===== config.mk =====
export PLATFORM = sky130hd
export DESIGN_NAME = video_top
export DESIGN_NICKNAME = d
export VERILOG_FILES = /design/src/hdl/video_pkg.sv /design/src/hdl/dram_pkg.sv /design/src/hdl/video_mode.sv /design/src/hdl/video_sync.sv /design/src/hdl/video_fetch.sv /design/src/hdl/dram_arbiter.sv /design/src/hdl/video_top.sv
export SDC_FILE = /design/constraint.sdc
export NUM_CORES = 1
export LEC_CHECK = 0
export BUFFER_PORTS_ARGS = -buffer_cell sky130_fd_sc_hd__buf_4
export CORE_MARGIN = 3
export CORE_UTILIZATION = 55
export DETAILED_ROUTE_END_ITERATION = 10
export PLACE_DENSITY = 0.84
export SYNTH_ARGS = -nofsm -noshare
export SYNTH_HDL_FRONTEND = slang
export SYNTH_SLANG_ARGS = --single-unit

===== constraint.sdc =====
create_clock -name clk -period 5.4 [get_ports clk]
set_input_delay 1.08 -clock clk [delete_from_list [all_inputs] [get_ports clk]]
set_output_delay 1.08 -clock clk [all_outputs]
set_load 0.005 [all_outputs]

===== src/hdl/video_pkg.sv =====
// Video mode enumeration, raster window tables and frame timing constants
package video_pkg;

    // Whole frame in pixel clocks and lines
    localparam logic [8:0] h_total = 9'd448;
    localparam logic [8:0] v_total = 9'd320;

    // Sync pulses sit at the start of the blanking area
    localparam logic [8:0] hsync_len = 9'd32;
    localparam logic [8:0] vsync_len = 9'd4;

    // One DRAM word covers eight columns
    localparam logic [8:0] slot_len = 9'd8;

    // Fetch lead and tail against the visible window
    localparam logic [8:0] go_lead_lo = 9'd16;
    localparam logic [8:0] go_tail_lo = 9'd18;
    localparam logic [8:0] go_lead_hi = 9'd8;
    localparam logic [8:0] go_tail_hi = 9'd10;

    typedef enum logic [2:0] {
        mode_zx       = 3'd0,
        mode_giga     = 3'd1,
        mode_rsv2     = 3'd2,
        mode_rsv3     = 3'd3,
        mode_rsv4     = 3'd4,
        mode_zx_hires = 3'd5,
        mode_256c     = 3'd6,
        mode_text     = 3'd7
    } vmode_t;

    // Raster windows by resolution code
    // 0 is 256x192, 1 is 320x200, 2 is 320x240, 3 is 360x288
    localparam logic [8:0] hp_beg_tab [4] = '{9'd140, 9'd108, 9'd108, 9'd88};
    localparam logic [8:0] hp_end_tab [4] = '{9'd396, 9'd428, 9'd428, 9'd448};
    localparam logic [8:0] vp_beg_tab [4] = '{9'd80, 9'd76, 9'd56, 9'd32};
    localparam logic [8:0] vp_end_tab [4] = '{9'd272, 9'd276, 9'd296, 9'd320};

    // DRAM share code per mode, index is the mode number
    localparam logic [1:0] bw_tab [8] = '{
        2'd0, 2'd1, 2'd1, 2'd2, 2'd3, 2'd1, 2'd2, 2'd2
    };

    // Double pixel rate in ZX hi-res and text
    localparam logic [7:0] hires_mask = 8'b1010_0000;

endpackage


===== src/hdl/dram_pkg.sv =====
// DRAM bus widths, arbiter state enumeration and video credit constants
package dram_pkg;

    // Word address and data of the external DRAM port
    localparam int addr_w = 21;
    localparam int data_w = 16;

    typedef enum logic [1:0] {
        arb_idle,
        arb_video,
        arb_cpu
    } arb_state_t;

    // Credit counter holds up to eight video grants
    localparam int credit_w = 4;

    // Shifted by the bandwidth code to give the full credit
    localparam logic [credit_w-1:0] credit_unit = 1;

endpackage


===== src/hdl/video_mode.sv =====
// Video mode decoder for raster window, fetch window, DRAM share and display address
module video_mode import video_pkg::*, dram_pkg::*; (
    input  logic [7:0]        vconfig,
    input  logic [7:0]        scr_page,
    input  logic [8:0]        cnt_col,
    input  logic [8:0]        cnt_row,
    output logic [8:0]        hpix_beg,
    output logic [8:0]        hpix_end,
    output logic [8:0]        vpix_beg,
    output logic [8:0]        vpix_end,
    output logic [8:0]        go_beg,
    output logic [8:0]        go_end,
    output logic              hires,
    output logic [addr_w-1:0] video_addr,
    output logic [1:0]        video_bw
);

    vmode_t            vmod;
    logic [1:0]        rres;
    logic [addr_w-1:0] addr_zx_gfx;
    logic [addr_w-1:0] addr_zx_atr;
    logic [addr_w-1:0] addr_zx;
    logic [addr_w-1:0] addr_256c;

    assign vmod = vmode_t'(vconfig[2:0]);
    assign rres = vconfig[4:3];

    assign hpix_beg = hp_beg_tab[rres];
    assign hpix_end = hp_end_tab[rres];
    assign vpix_beg = vp_beg_tab[rres];
    assign vpix_end = vp_end_tab[rres];

    assign video_bw = bw_tab[vconfig[2:0]];
    assign hires    = hires_mask[vconfig[2:0]];

    // ZX bitmap row order is third, scanline, character row
    assign addr_zx_gfx = {scr_page, 1'b0, cnt_row[7:6], cnt_row[2:0], cnt_row[5:3],
                          cnt_col[4:1]};
    assign addr_zx_atr = {scr_page, 4'b0110, cnt_row[7:3], cnt_col[4:1]};

    // Even words are attributes, odd words are bitmap
    assign addr_zx = cnt_col[0] ? addr_zx_gfx : addr_zx_atr;

    // Page bit 7 falls off the top of the 21-bit word address
    assign addr_256c = {scr_page[6:4], cnt_row, cnt_col};

    always_comb begin
        go_beg     = hpix_beg - go_lead_lo;
        go_end     = hpix_end - go_tail_lo;
        video_addr = '0;
        case (vmod)
            mode_zx, mode_rsv2, mode_rsv3, mode_rsv4: begin
                video_addr = addr_zx;
            end
            mode_zx_hires: begin
                video_addr = addr_zx;
                go_beg     = hpix_beg - go_lead_hi;
                go_end     = hpix_end - go_tail_hi;
            end
            mode_256c: begin
                video_addr = addr_256c;
            end
            mode_text: begin
                // Text layout not decoded yet
                go_beg = hpix_beg - go_lead_hi;
                go_end = hpix_end - go_tail_hi;
            end
            default: begin
                video_addr = '0;
            end
        endcase
    end

    // Every raster table entry must open before it closes
    assert final ((hpix_beg < hpix_end) && (vpix_beg < vpix_end))
        else $error("video_mode: empty visible window for rres %0d", rres);

endmodule


===== src/hdl/video_sync.sv =====
// Raster counters with registered sync pulses, visibility flags and active row index
module video_sync import video_pkg::*; (
    input  logic       clk,
    input  logic       rst,
    input  logic [8:0] vpix_beg,
    input  logic [8:0] vpix_end,
    input  logic [8:0] hpix_beg,
    input  logic [8:0] hpix_end,
    output logic [8:0] col,
    output logic [8:0] row,
    output logic [8:0] act_row,
    output logic       row_vis,
    output logic       pix_active,
    output logic       hsync,
    output logic       vsync
);

    logic [8:0] cnt_h;
    logic [8:0] cnt_v;
    logic       line_end;
    logic       h_vis;
    logic       v_vis;

    assign line_end = (cnt_h == h_total - 9'd1);
    assign h_vis    = (cnt_h >= hpix_beg) && (cnt_h < hpix_end);
    assign v_vis    = (cnt_v >= vpix_beg) && (cnt_v < vpix_end);

    always_ff @(posedge clk) begin
        if (rst) begin
            cnt_h <= '0;
            cnt_v <= '0;
        end else if (line_end) begin
            cnt_h <= '0;
            cnt_v <= (cnt_v == v_total - 9'd1) ? 9'd0 : cnt_v + 9'd1;
        end else begin
            cnt_h <= cnt_h + 9'd1;
        end
    end

    // Everything below lags the counters by one clock
    always_ff @(posedge clk) begin
        if (rst) begin
            col        <= '0;
            row        <= '0;
            act_row    <= '0;
            row_vis    <= 1'b0;
            pix_active <= 1'b0;
            hsync      <= 1'b0;
            vsync      <= 1'b0;
        end else begin
            col        <= cnt_h;
            row        <= cnt_v;
            act_row    <= v_vis ? cnt_v - vpix_beg : 9'd0;
            row_vis    <= v_vis;
            pix_active <= h_vis && v_vis;
            hsync      <= (cnt_h < hsync_len);
            vsync      <= (cnt_v < vsync_len);
        end
    end

    // Line wraps straight from the last column back to zero
    assert property (@(posedge clk) disable iff (rst)
        (col == h_total - 9'd1) |=> (col == 9'd0));

endmodule


===== src/hdl/video_fetch.sv =====
// Fetch slot scheduler and four-phase read master with per-line word counter
module video_fetch import video_pkg::*, dram_pkg::*; (
    input  logic              clk,
    input  logic              rst,
    input  logic [8:0]        col,
    input  logic              row_vis,
    input  logic [8:0]        go_beg,
    input  logic [8:0]        go_end,
    input  logic [addr_w-1:0] video_addr,
    output logic [8:0]        cnt_col,
    output logic              vid_req,
    input  logic              vid_ack,
    output logic [addr_w-1:0] vid_addr,
    input  logic [data_w-1:0] vid_rdata,
    output logic [data_w-1:0] pix_data,
    output logic              pix_valid
);

    typedef enum logic [1:0] {
        f_idle,
        f_wait,
        f_drop
    } fetch_state_t;

    fetch_state_t state;
    logic [8:0]   owed;
    logic [8:0]   slot_off;
    logic         slot_hit;
    logic         word_done;
    logic         start;

    assign slot_off = col - go_beg;
    assign slot_hit = row_vis && (col >= go_beg) && (col < go_end) &&
                      ((slot_off % slot_len) == 9'd0);

    assign start     = (state == f_idle) && (owed != 9'd0);
    assign word_done = (state == f_wait) && vid_ack;

    // Words still owed to this line
    always_ff @(posedge clk) begin
        if (rst) begin
            owed <= '0;
        end else begin
            owed <= owed + {8'd0, slot_hit} - {8'd0, word_done};
        end
    end

    always_ff @(posedge clk) begin
        if (rst || (col == 9'd0)) begin
            cnt_col <= '0;
        end else if (word_done) begin
            cnt_col <= cnt_col + 9'd1;
        end
    end

    always_ff @(posedge clk) begin
        if (rst) begin
            state     <= f_idle;
            vid_req   <= 1'b0;
            pix_valid <= 1'b0;
        end else begin
            pix_valid <= 1'b0;
            case (state)
                f_idle: begin
                    if (start) begin
                        vid_req <= 1'b1;
                        state   <= f_wait;
                    end
                end
                f_wait: begin
                    if (vid_ack) begin
                        vid_req   <= 1'b0;
                        pix_valid <= 1'b1;
                        state     <= f_drop;
                    end
                end
                // Hold off until the slave has released ack
                f_drop: begin
                    if (!vid_ack) begin
                        state <= f_idle;
                    end
                end
                default: state <= f_idle;
            endcase
        end
    end

    always_ff @(posedge clk) begin
        if (start) begin
            vid_addr <= video_addr;
        end
        if (word_done) begin
            pix_data <= vid_rdata;
        end
    end

    // All owed words of a line land before the next line starts
    assert property (@(posedge clk) disable iff (rst) (col == 9'd0) |-> (owed == 9'd0));

endmodule


===== src/hdl/dram_arbiter.sv =====
// DRAM port arbiter for video reads and CPU writes with credit-limited video priority
module dram_arbiter import dram_pkg::*; (
    input  logic              clk,
    input  logic              rst,
    input  logic [1:0]        video_bw,
    input  logic              vid_req,
    output logic              vid_ack,
    input  logic [addr_w-1:0] vid_addr,
    output logic [data_w-1:0] vid_rdata,
    input  logic              cpu_req,
    output logic              cpu_ack,
    input  logic [addr_w-1:0] cpu_addr,
    input  logic [data_w-1:0] cpu_wdata,
    output logic              dram_req,
    input  logic              dram_ack,
    output logic              dram_we,
    output logic [addr_w-1:0] dram_addr,
    output logic [data_w-1:0] dram_wdata,
    input  logic [data_w-1:0] dram_rdata
);

    arb_state_t          state;
    logic [credit_w-1:0] credit;
    logic [credit_w-1:0] credit_full;
    logic                grant_vid;
    logic                grant_cpu;
    logic                owner_req;
    logic                can_grant;

    assign credit_full = credit_unit << video_bw;
    assign can_grant   = (state == arb_idle) && !dram_ack;

    // Video keeps priority until its credit runs out
    assign grant_vid = vid_req && (!cpu_req || (credit != '0));
    assign grant_cpu = cpu_req && !grant_vid;

    assign owner_req = (state == arb_video) ? vid_req : cpu_req;

    assign vid_ack   = (state == arb_video) && dram_ack;
    assign cpu_ack   = (state == arb_cpu) && dram_ack;
    assign vid_rdata = dram_rdata;

    always_ff @(posedge clk) begin
        if (rst) begin
            state    <= arb_idle;
            dram_req <= 1'b0;
            dram_we  <= 1'b0;
            credit   <= credit_full;
        end else if (can_grant) begin
            if (!cpu_req) begin
                credit <= credit_full;
            end
            if (grant_vid) begin
                state    <= arb_video;
                dram_req <= 1'b1;
                dram_we  <= 1'b0;
                if (cpu_req) begin
                    credit <= credit - credit_unit;
                end
            end else if (grant_cpu) begin
                state    <= arb_cpu;
                dram_req <= 1'b1;
                dram_we  <= 1'b1;
                credit   <= credit_full;
            end
        end else if (state != arb_idle) begin
            // Req falls once with the master and stays low
            dram_req <= dram_req && owner_req;
            if (!dram_req && !dram_ack) begin
                state <= arb_idle;
            end
        end
    end

    always_ff @(posedge clk) begin
        if (can_grant && grant_vid) begin
            dram_addr <= vid_addr;
        end else if (can_grant && grant_cpu) begin
            dram_addr  <= cpu_addr;
            dram_wdata <= cpu_wdata;
        end
    end

    // DRAM answers only a granted transfer
    assert property (@(posedge clk) disable iff (rst) dram_ack |-> (state != arb_idle));
    assert property (@(posedge clk) disable iff (rst) $rose(dram_ack) |-> dram_req);

endmodule


===== src/hdl/video_top.sv =====
// Video fetch subsystem top with raster timing, mode decoder, fetch engine and DRAM arbiter
module video_top import dram_pkg::*; (
    input  logic              clk,
    input  logic              rst,
    input  logic [7:0]        vconfig,
    input  logic [7:0]        scr_page,
    input  logic              cpu_req,
    output logic              cpu_ack,
    input  logic [addr_w-1:0] cpu_addr,
    input  logic [data_w-1:0] cpu_wdata,
    output logic              dram_req,
    input  logic              dram_ack,
    output logic              dram_we,
    output logic [addr_w-1:0] dram_addr,
    output logic [data_w-1:0] dram_wdata,
    input  logic [data_w-1:0] dram_rdata,
    output logic [data_w-1:0] pix_data,
    output logic              pix_valid,
    output logic              pix_active,
    output logic              hsync,
    output logic              vsync,
    output logic              hires
);

    logic [8:0]        col;
    logic [8:0]        act_row;
    logic              row_vis;
    logic [8:0]        hpix_beg;
    logic [8:0]        hpix_end;
    logic [8:0]        vpix_beg;
    logic [8:0]        vpix_end;
    logic [8:0]        go_beg;
    logic [8:0]        go_end;
    logic [8:0]        cnt_col;
    logic [addr_w-1:0] video_addr;
    logic [1:0]        video_bw;
    logic              vid_req;
    logic              vid_ack;
    logic [addr_w-1:0] vid_addr;
    logic [data_w-1:0] vid_rdata;

    video_sync u_sync (
        .clk, .rst,
        .vpix_beg, .vpix_end, .hpix_beg, .hpix_end,
        .col, .row(), .act_row, .row_vis,
        .pix_active, .hsync, .vsync
    );

    // Address follows the visible row and the words fetched so far
    video_mode u_mode (
        .vconfig, .scr_page,
        .cnt_col, .cnt_row(act_row),
        .hpix_beg, .hpix_end, .vpix_beg, .vpix_end,
        .go_beg, .go_end,
        .hires, .video_addr, .video_bw
    );

    video_fetch u_fetch (
        .clk, .rst,
        .col, .row_vis, .go_beg, .go_end, .video_addr,
        .cnt_col,
        .vid_req, .vid_ack, .vid_addr, .vid_rdata,
        .pix_data, .pix_valid
    );

    dram_arbiter u_arb (
        .clk, .rst, .video_bw,
        .vid_req, .vid_ack, .vid_addr, .vid_rdata,
        .cpu_req, .cpu_ack, .cpu_addr, .cpu_wdata,
        .dram_req, .dram_ack, .dram_we, .dram_addr, .dram_wdata, .dram_rdata
    );

endmodule


==> impl_metrics.csv <==
group,metric,value,unit
status,status,"finished, final reports clean",
timing,fin_setup_tns,0,ps
job,max_cap_viol_count,0,
yosys,netlist_area,0.00677,mm²
floorplanning,dieHeight,117,µm
yosys,synth_warnings,0,
place,gp_congestion,0.880,
setup_path,reg2reg_to,"u_fetch.owed[8]$_SDFF_PP0_",
setup_path,ff2ff_setup_slack,2410,ps
clock_tree,cts_root_buf,"clkbuf_16",
timing,max_slew_margin,34.5,%
clock_tree,clock_sinks,144,
place,port-buffer-count,130,
pwr,ir_drop,0.210,mV
global_route,grt_max_degree,41,
clock_tree,cts_setup_buffers,0,
floorplanning,start_util,57.8,%
yosys,synth_edf_count,78,
yosys,ys_seq_area_share,54.1,%
place,dp_hpwl,10800,µm
pwr,power.density,390,mW/mm²
yosys,synth_top_area_cell,"edfxtp_1",
setup_path,cp_max_fo,7,
final_layout,final_cell_mix,"133 x buf_4, 78 x edfxtp_1, 66 x dfxtp_1",
yosys,ys_ff_latch,144,
clock_tree,cts_tree,"yes",
yosys,ys.flop_type,"edfxtp_1",
timing,worst_pin_slew,982,ps
timing,setup_viol,0,
timing,hold_viol,0,
clock_tree,clk_latency,420,ps
yosys,avgSynthCellArea,11.5,µm²
drt,drc_errors,0,
yosys,ys_top_cells_by_area,"edfxtp_1 35%, dfxtp_1 20%, ha_1 10%",
clock_tree,numCtsBuffers,17,
yosys,postSynthNetCount,722,
timing,period_needed,4320,ps
setup_path,critPathKind,"input pin to flop",
clock_tree,path_clk_slew,60,ps
drt,vias,4902,
drt,drt_iter0_drc,277,
min_path,holdPathStages,1,
clock_tree,cts_resized,0,
floorplanning,core-area,0.0117,mm²
global_route,antenna_found_initial,0,
global_route,track_usage,22.6,%
setup_path,critPathArrivalTime,4610,ps
drt,wl_per_cell,17.1,µm
setup_path,cp-end-kind,"flop",
drt,drtPass1Iterations,4,
timing,fin_ws,1080,ps
place,pre_cts_ws,697,ps
clock_tree,cts_buffer_depth,2,
floorplanning,dieArea,0.0137,mm²
clock_tree,htree_num_levels,4,
timing,fmaxAchievable,231,MHz
setup_path,r2r-start,"u_sync.col[6]$_SDFF_PP0_",
yosys,synthCells,591,
min_path,hold_end,"u_sync.cnt_h[0]$_SDFF_PP0_",
drt,vias_per_cell,5.56,
setup_path,r2r_cells,12,
final_layout,drive_gt1_share,26.4,%
drt,ant_nets,0,
final_layout,diodes,0,
timing,rsz0062_at_grt,"no",
clock_tree,holdBufCountCts,0,
floorplanning,pin_count,134,
yosys,async_flop_share,0,%
timing,timing.final.crit_share,80.0,%
final_layout,syn_to_final_growth,25.5,%
min_path,hp-class,"flop to flop",
drt,drt_wl_total,15100,µm
global_route,grt_pass1_vias,4978,
min_path,hold_start,"u_sync.cnt_h[0]$_SDFF_PP0_",
setup_path,start_kind,"input pin",
setup_path,required,5690,ps
global_route,grt.overflow.total,0,
global_route,grt_pass1_wl,23900,µm
floorplanning,die_x,117,µm
floorplanning,num_rows,39,
pwr,leakage,3.58,nW
final_layout,layout_commonest_cell,"buf_4",
timing,slew_violations,0,
timing,skew,6.95,ps
final_layout,nets,857,
yosys,ys_types,54,
yosys,yosys.area.top_type_share,34.6,%
[registers in the layout (all words and copies together) (netlist names), 3 cells and up, named ones only]
signal            flops
u_arb.credit          3
u_arb.dram_addr      21
u_arb.dram_wdata     16
u_fetch.cnt_col       9
u_fetch.owed          9
u_fetch.pix_data     16
u_fetch.vid_addr     21
u_sync.act_row        9
u_sync.cnt_h          9
u_sync.cnt_v          9
u_sync.col            9
[how the worst max path moves through the flow]
stage	start	to	slack (ps)	cells past startpoint
CTS	vconfig[1]	u_fetch.owed[8]$_SDFF_PP0_	1110	18
global placement	vconfig[1]	u_fetch.owed[8]$_SDFF_PP0_	790	18
floorplan	vconfig[1]	u_fetch.owed[8]$_SDFF_PP0_	1130	17
finish	vconfig[1]	u_fetch.owed[8]$_SDFF_PP0_	1080	18
global route	vconfig[1]	u_fetch.owed[8]$_SDFF_PP0_	870	18
detailed placement	vconfig[1]	u_fetch.owed[8]$_SDFF_PP0_	700	18
[power by group]
| part | switching (mW) | internal, mW | leakage, nW |
|---|---|---|---|
| clock network | 0.445 | 0.771 | 0.296 |
| logic | 0.341 | 0.310 | 2.00 |
| registers | 0.0751 | 1.37 | 1.28 |
| total | 0.861 | 2.45 | 3.58 |
[stage by stage]
step	cell area (µm²)	util, %	hold WS, ps	total power [mW]	cells
finish	8500	72.6	492	3.31	882
global placement	7880	67.3	464	2.06	850
detailed placement	7880	67.3	476	2.11	850
CTS	8500	72.6	502	3.34	882
global route	8500	72.6	526	3.47	882
floorplan	6770	-	448	1.87	591
[worst max-delay path, stage by stage]
cell,delay (ps)
buf_4,110
inv_1,70
ha_1,190
o21a_1,300
nand2b_1,210
xnor2_1,140
ha_1,310
a21o_1,160
a21o_1,170
a211oi_1,250
nor3_1,100
ha_1,210
fa_1,430
a211o_1,330
and3_1,190
o22ai_1,160
xnor2_1,140
nor2_1,50
[metal layers]
layer / routed length, µm / up-vias / share of wire [%] / global-route usage, %
met4: 166 / 0 / 1.1 / 7.03
met5: 0 / - / 0 / 0
met1: 5890 / 2343 / 39 / 25.1
met3: 1310 / 14 / 8.6 / 7.92
li1: - / 2390 / - / -
met2: 7750 / 155 / 51 / 40.7
[synthesized netlist by cell type, types with 3 or more instances]
| cell type | count |
|---|---|
| nand4_1 | 5 |
| dfxtp_1 | 66 |
| a31oi_1 | 3 |
| nand2_1 | 26 |
| ha_1 | 56 |
| buf_1 | 5 |
| a211oi_1 | 4 |
| mux2_2 | 23 |
| nor3_1 | 15 |
| xor2_1 | 13 |
| nor4_1 | 5 |
| o211ai_1 | 4 |
| nand2b_1 | 8 |
| nor2b_1 | 14 |
| a311oi_1 | 3 |
| o21bai_1 | 3 |
| nand3_1 | 11 |
| a22o_1 | 19 |
| edfxtp_1 | 78 |
| or2_2 | 3 |
| a21o_1 | 9 |
| nor2_1 | 62 |
| clkbuf_1 | 9 |
| inv_1 | 40 |
| and3_1 | 5 |
| nand3b_1 | 5 |
| xnor2_1 | 22 |
| o21ai_0 | 12 |
| o21a_1 | 3 |
| a21oi_1 | 25 |
[cell families after synthesis]
kind of cell	after synthesis	share of synthesized area, %
xor+xnor	35	4.53
simple gates	171	12.6
other cells	1	0.0554
compound gates	102	10.6
fa+ha+maj	58	10.9
buf+inv	57	3.31
flops	144	54.1
mux	23	3.82
[final cells by class]
type                    instances  area, µm²
clock buffers                  18        429
inverters                      40        150
repair buffers                133        998
clock inverters                14        188
multi-input cells             390       2890
well taps                     143        179
fillers                       783       3210
flip-flops and latches        144       3660
(Power assumes the default switching activity.)
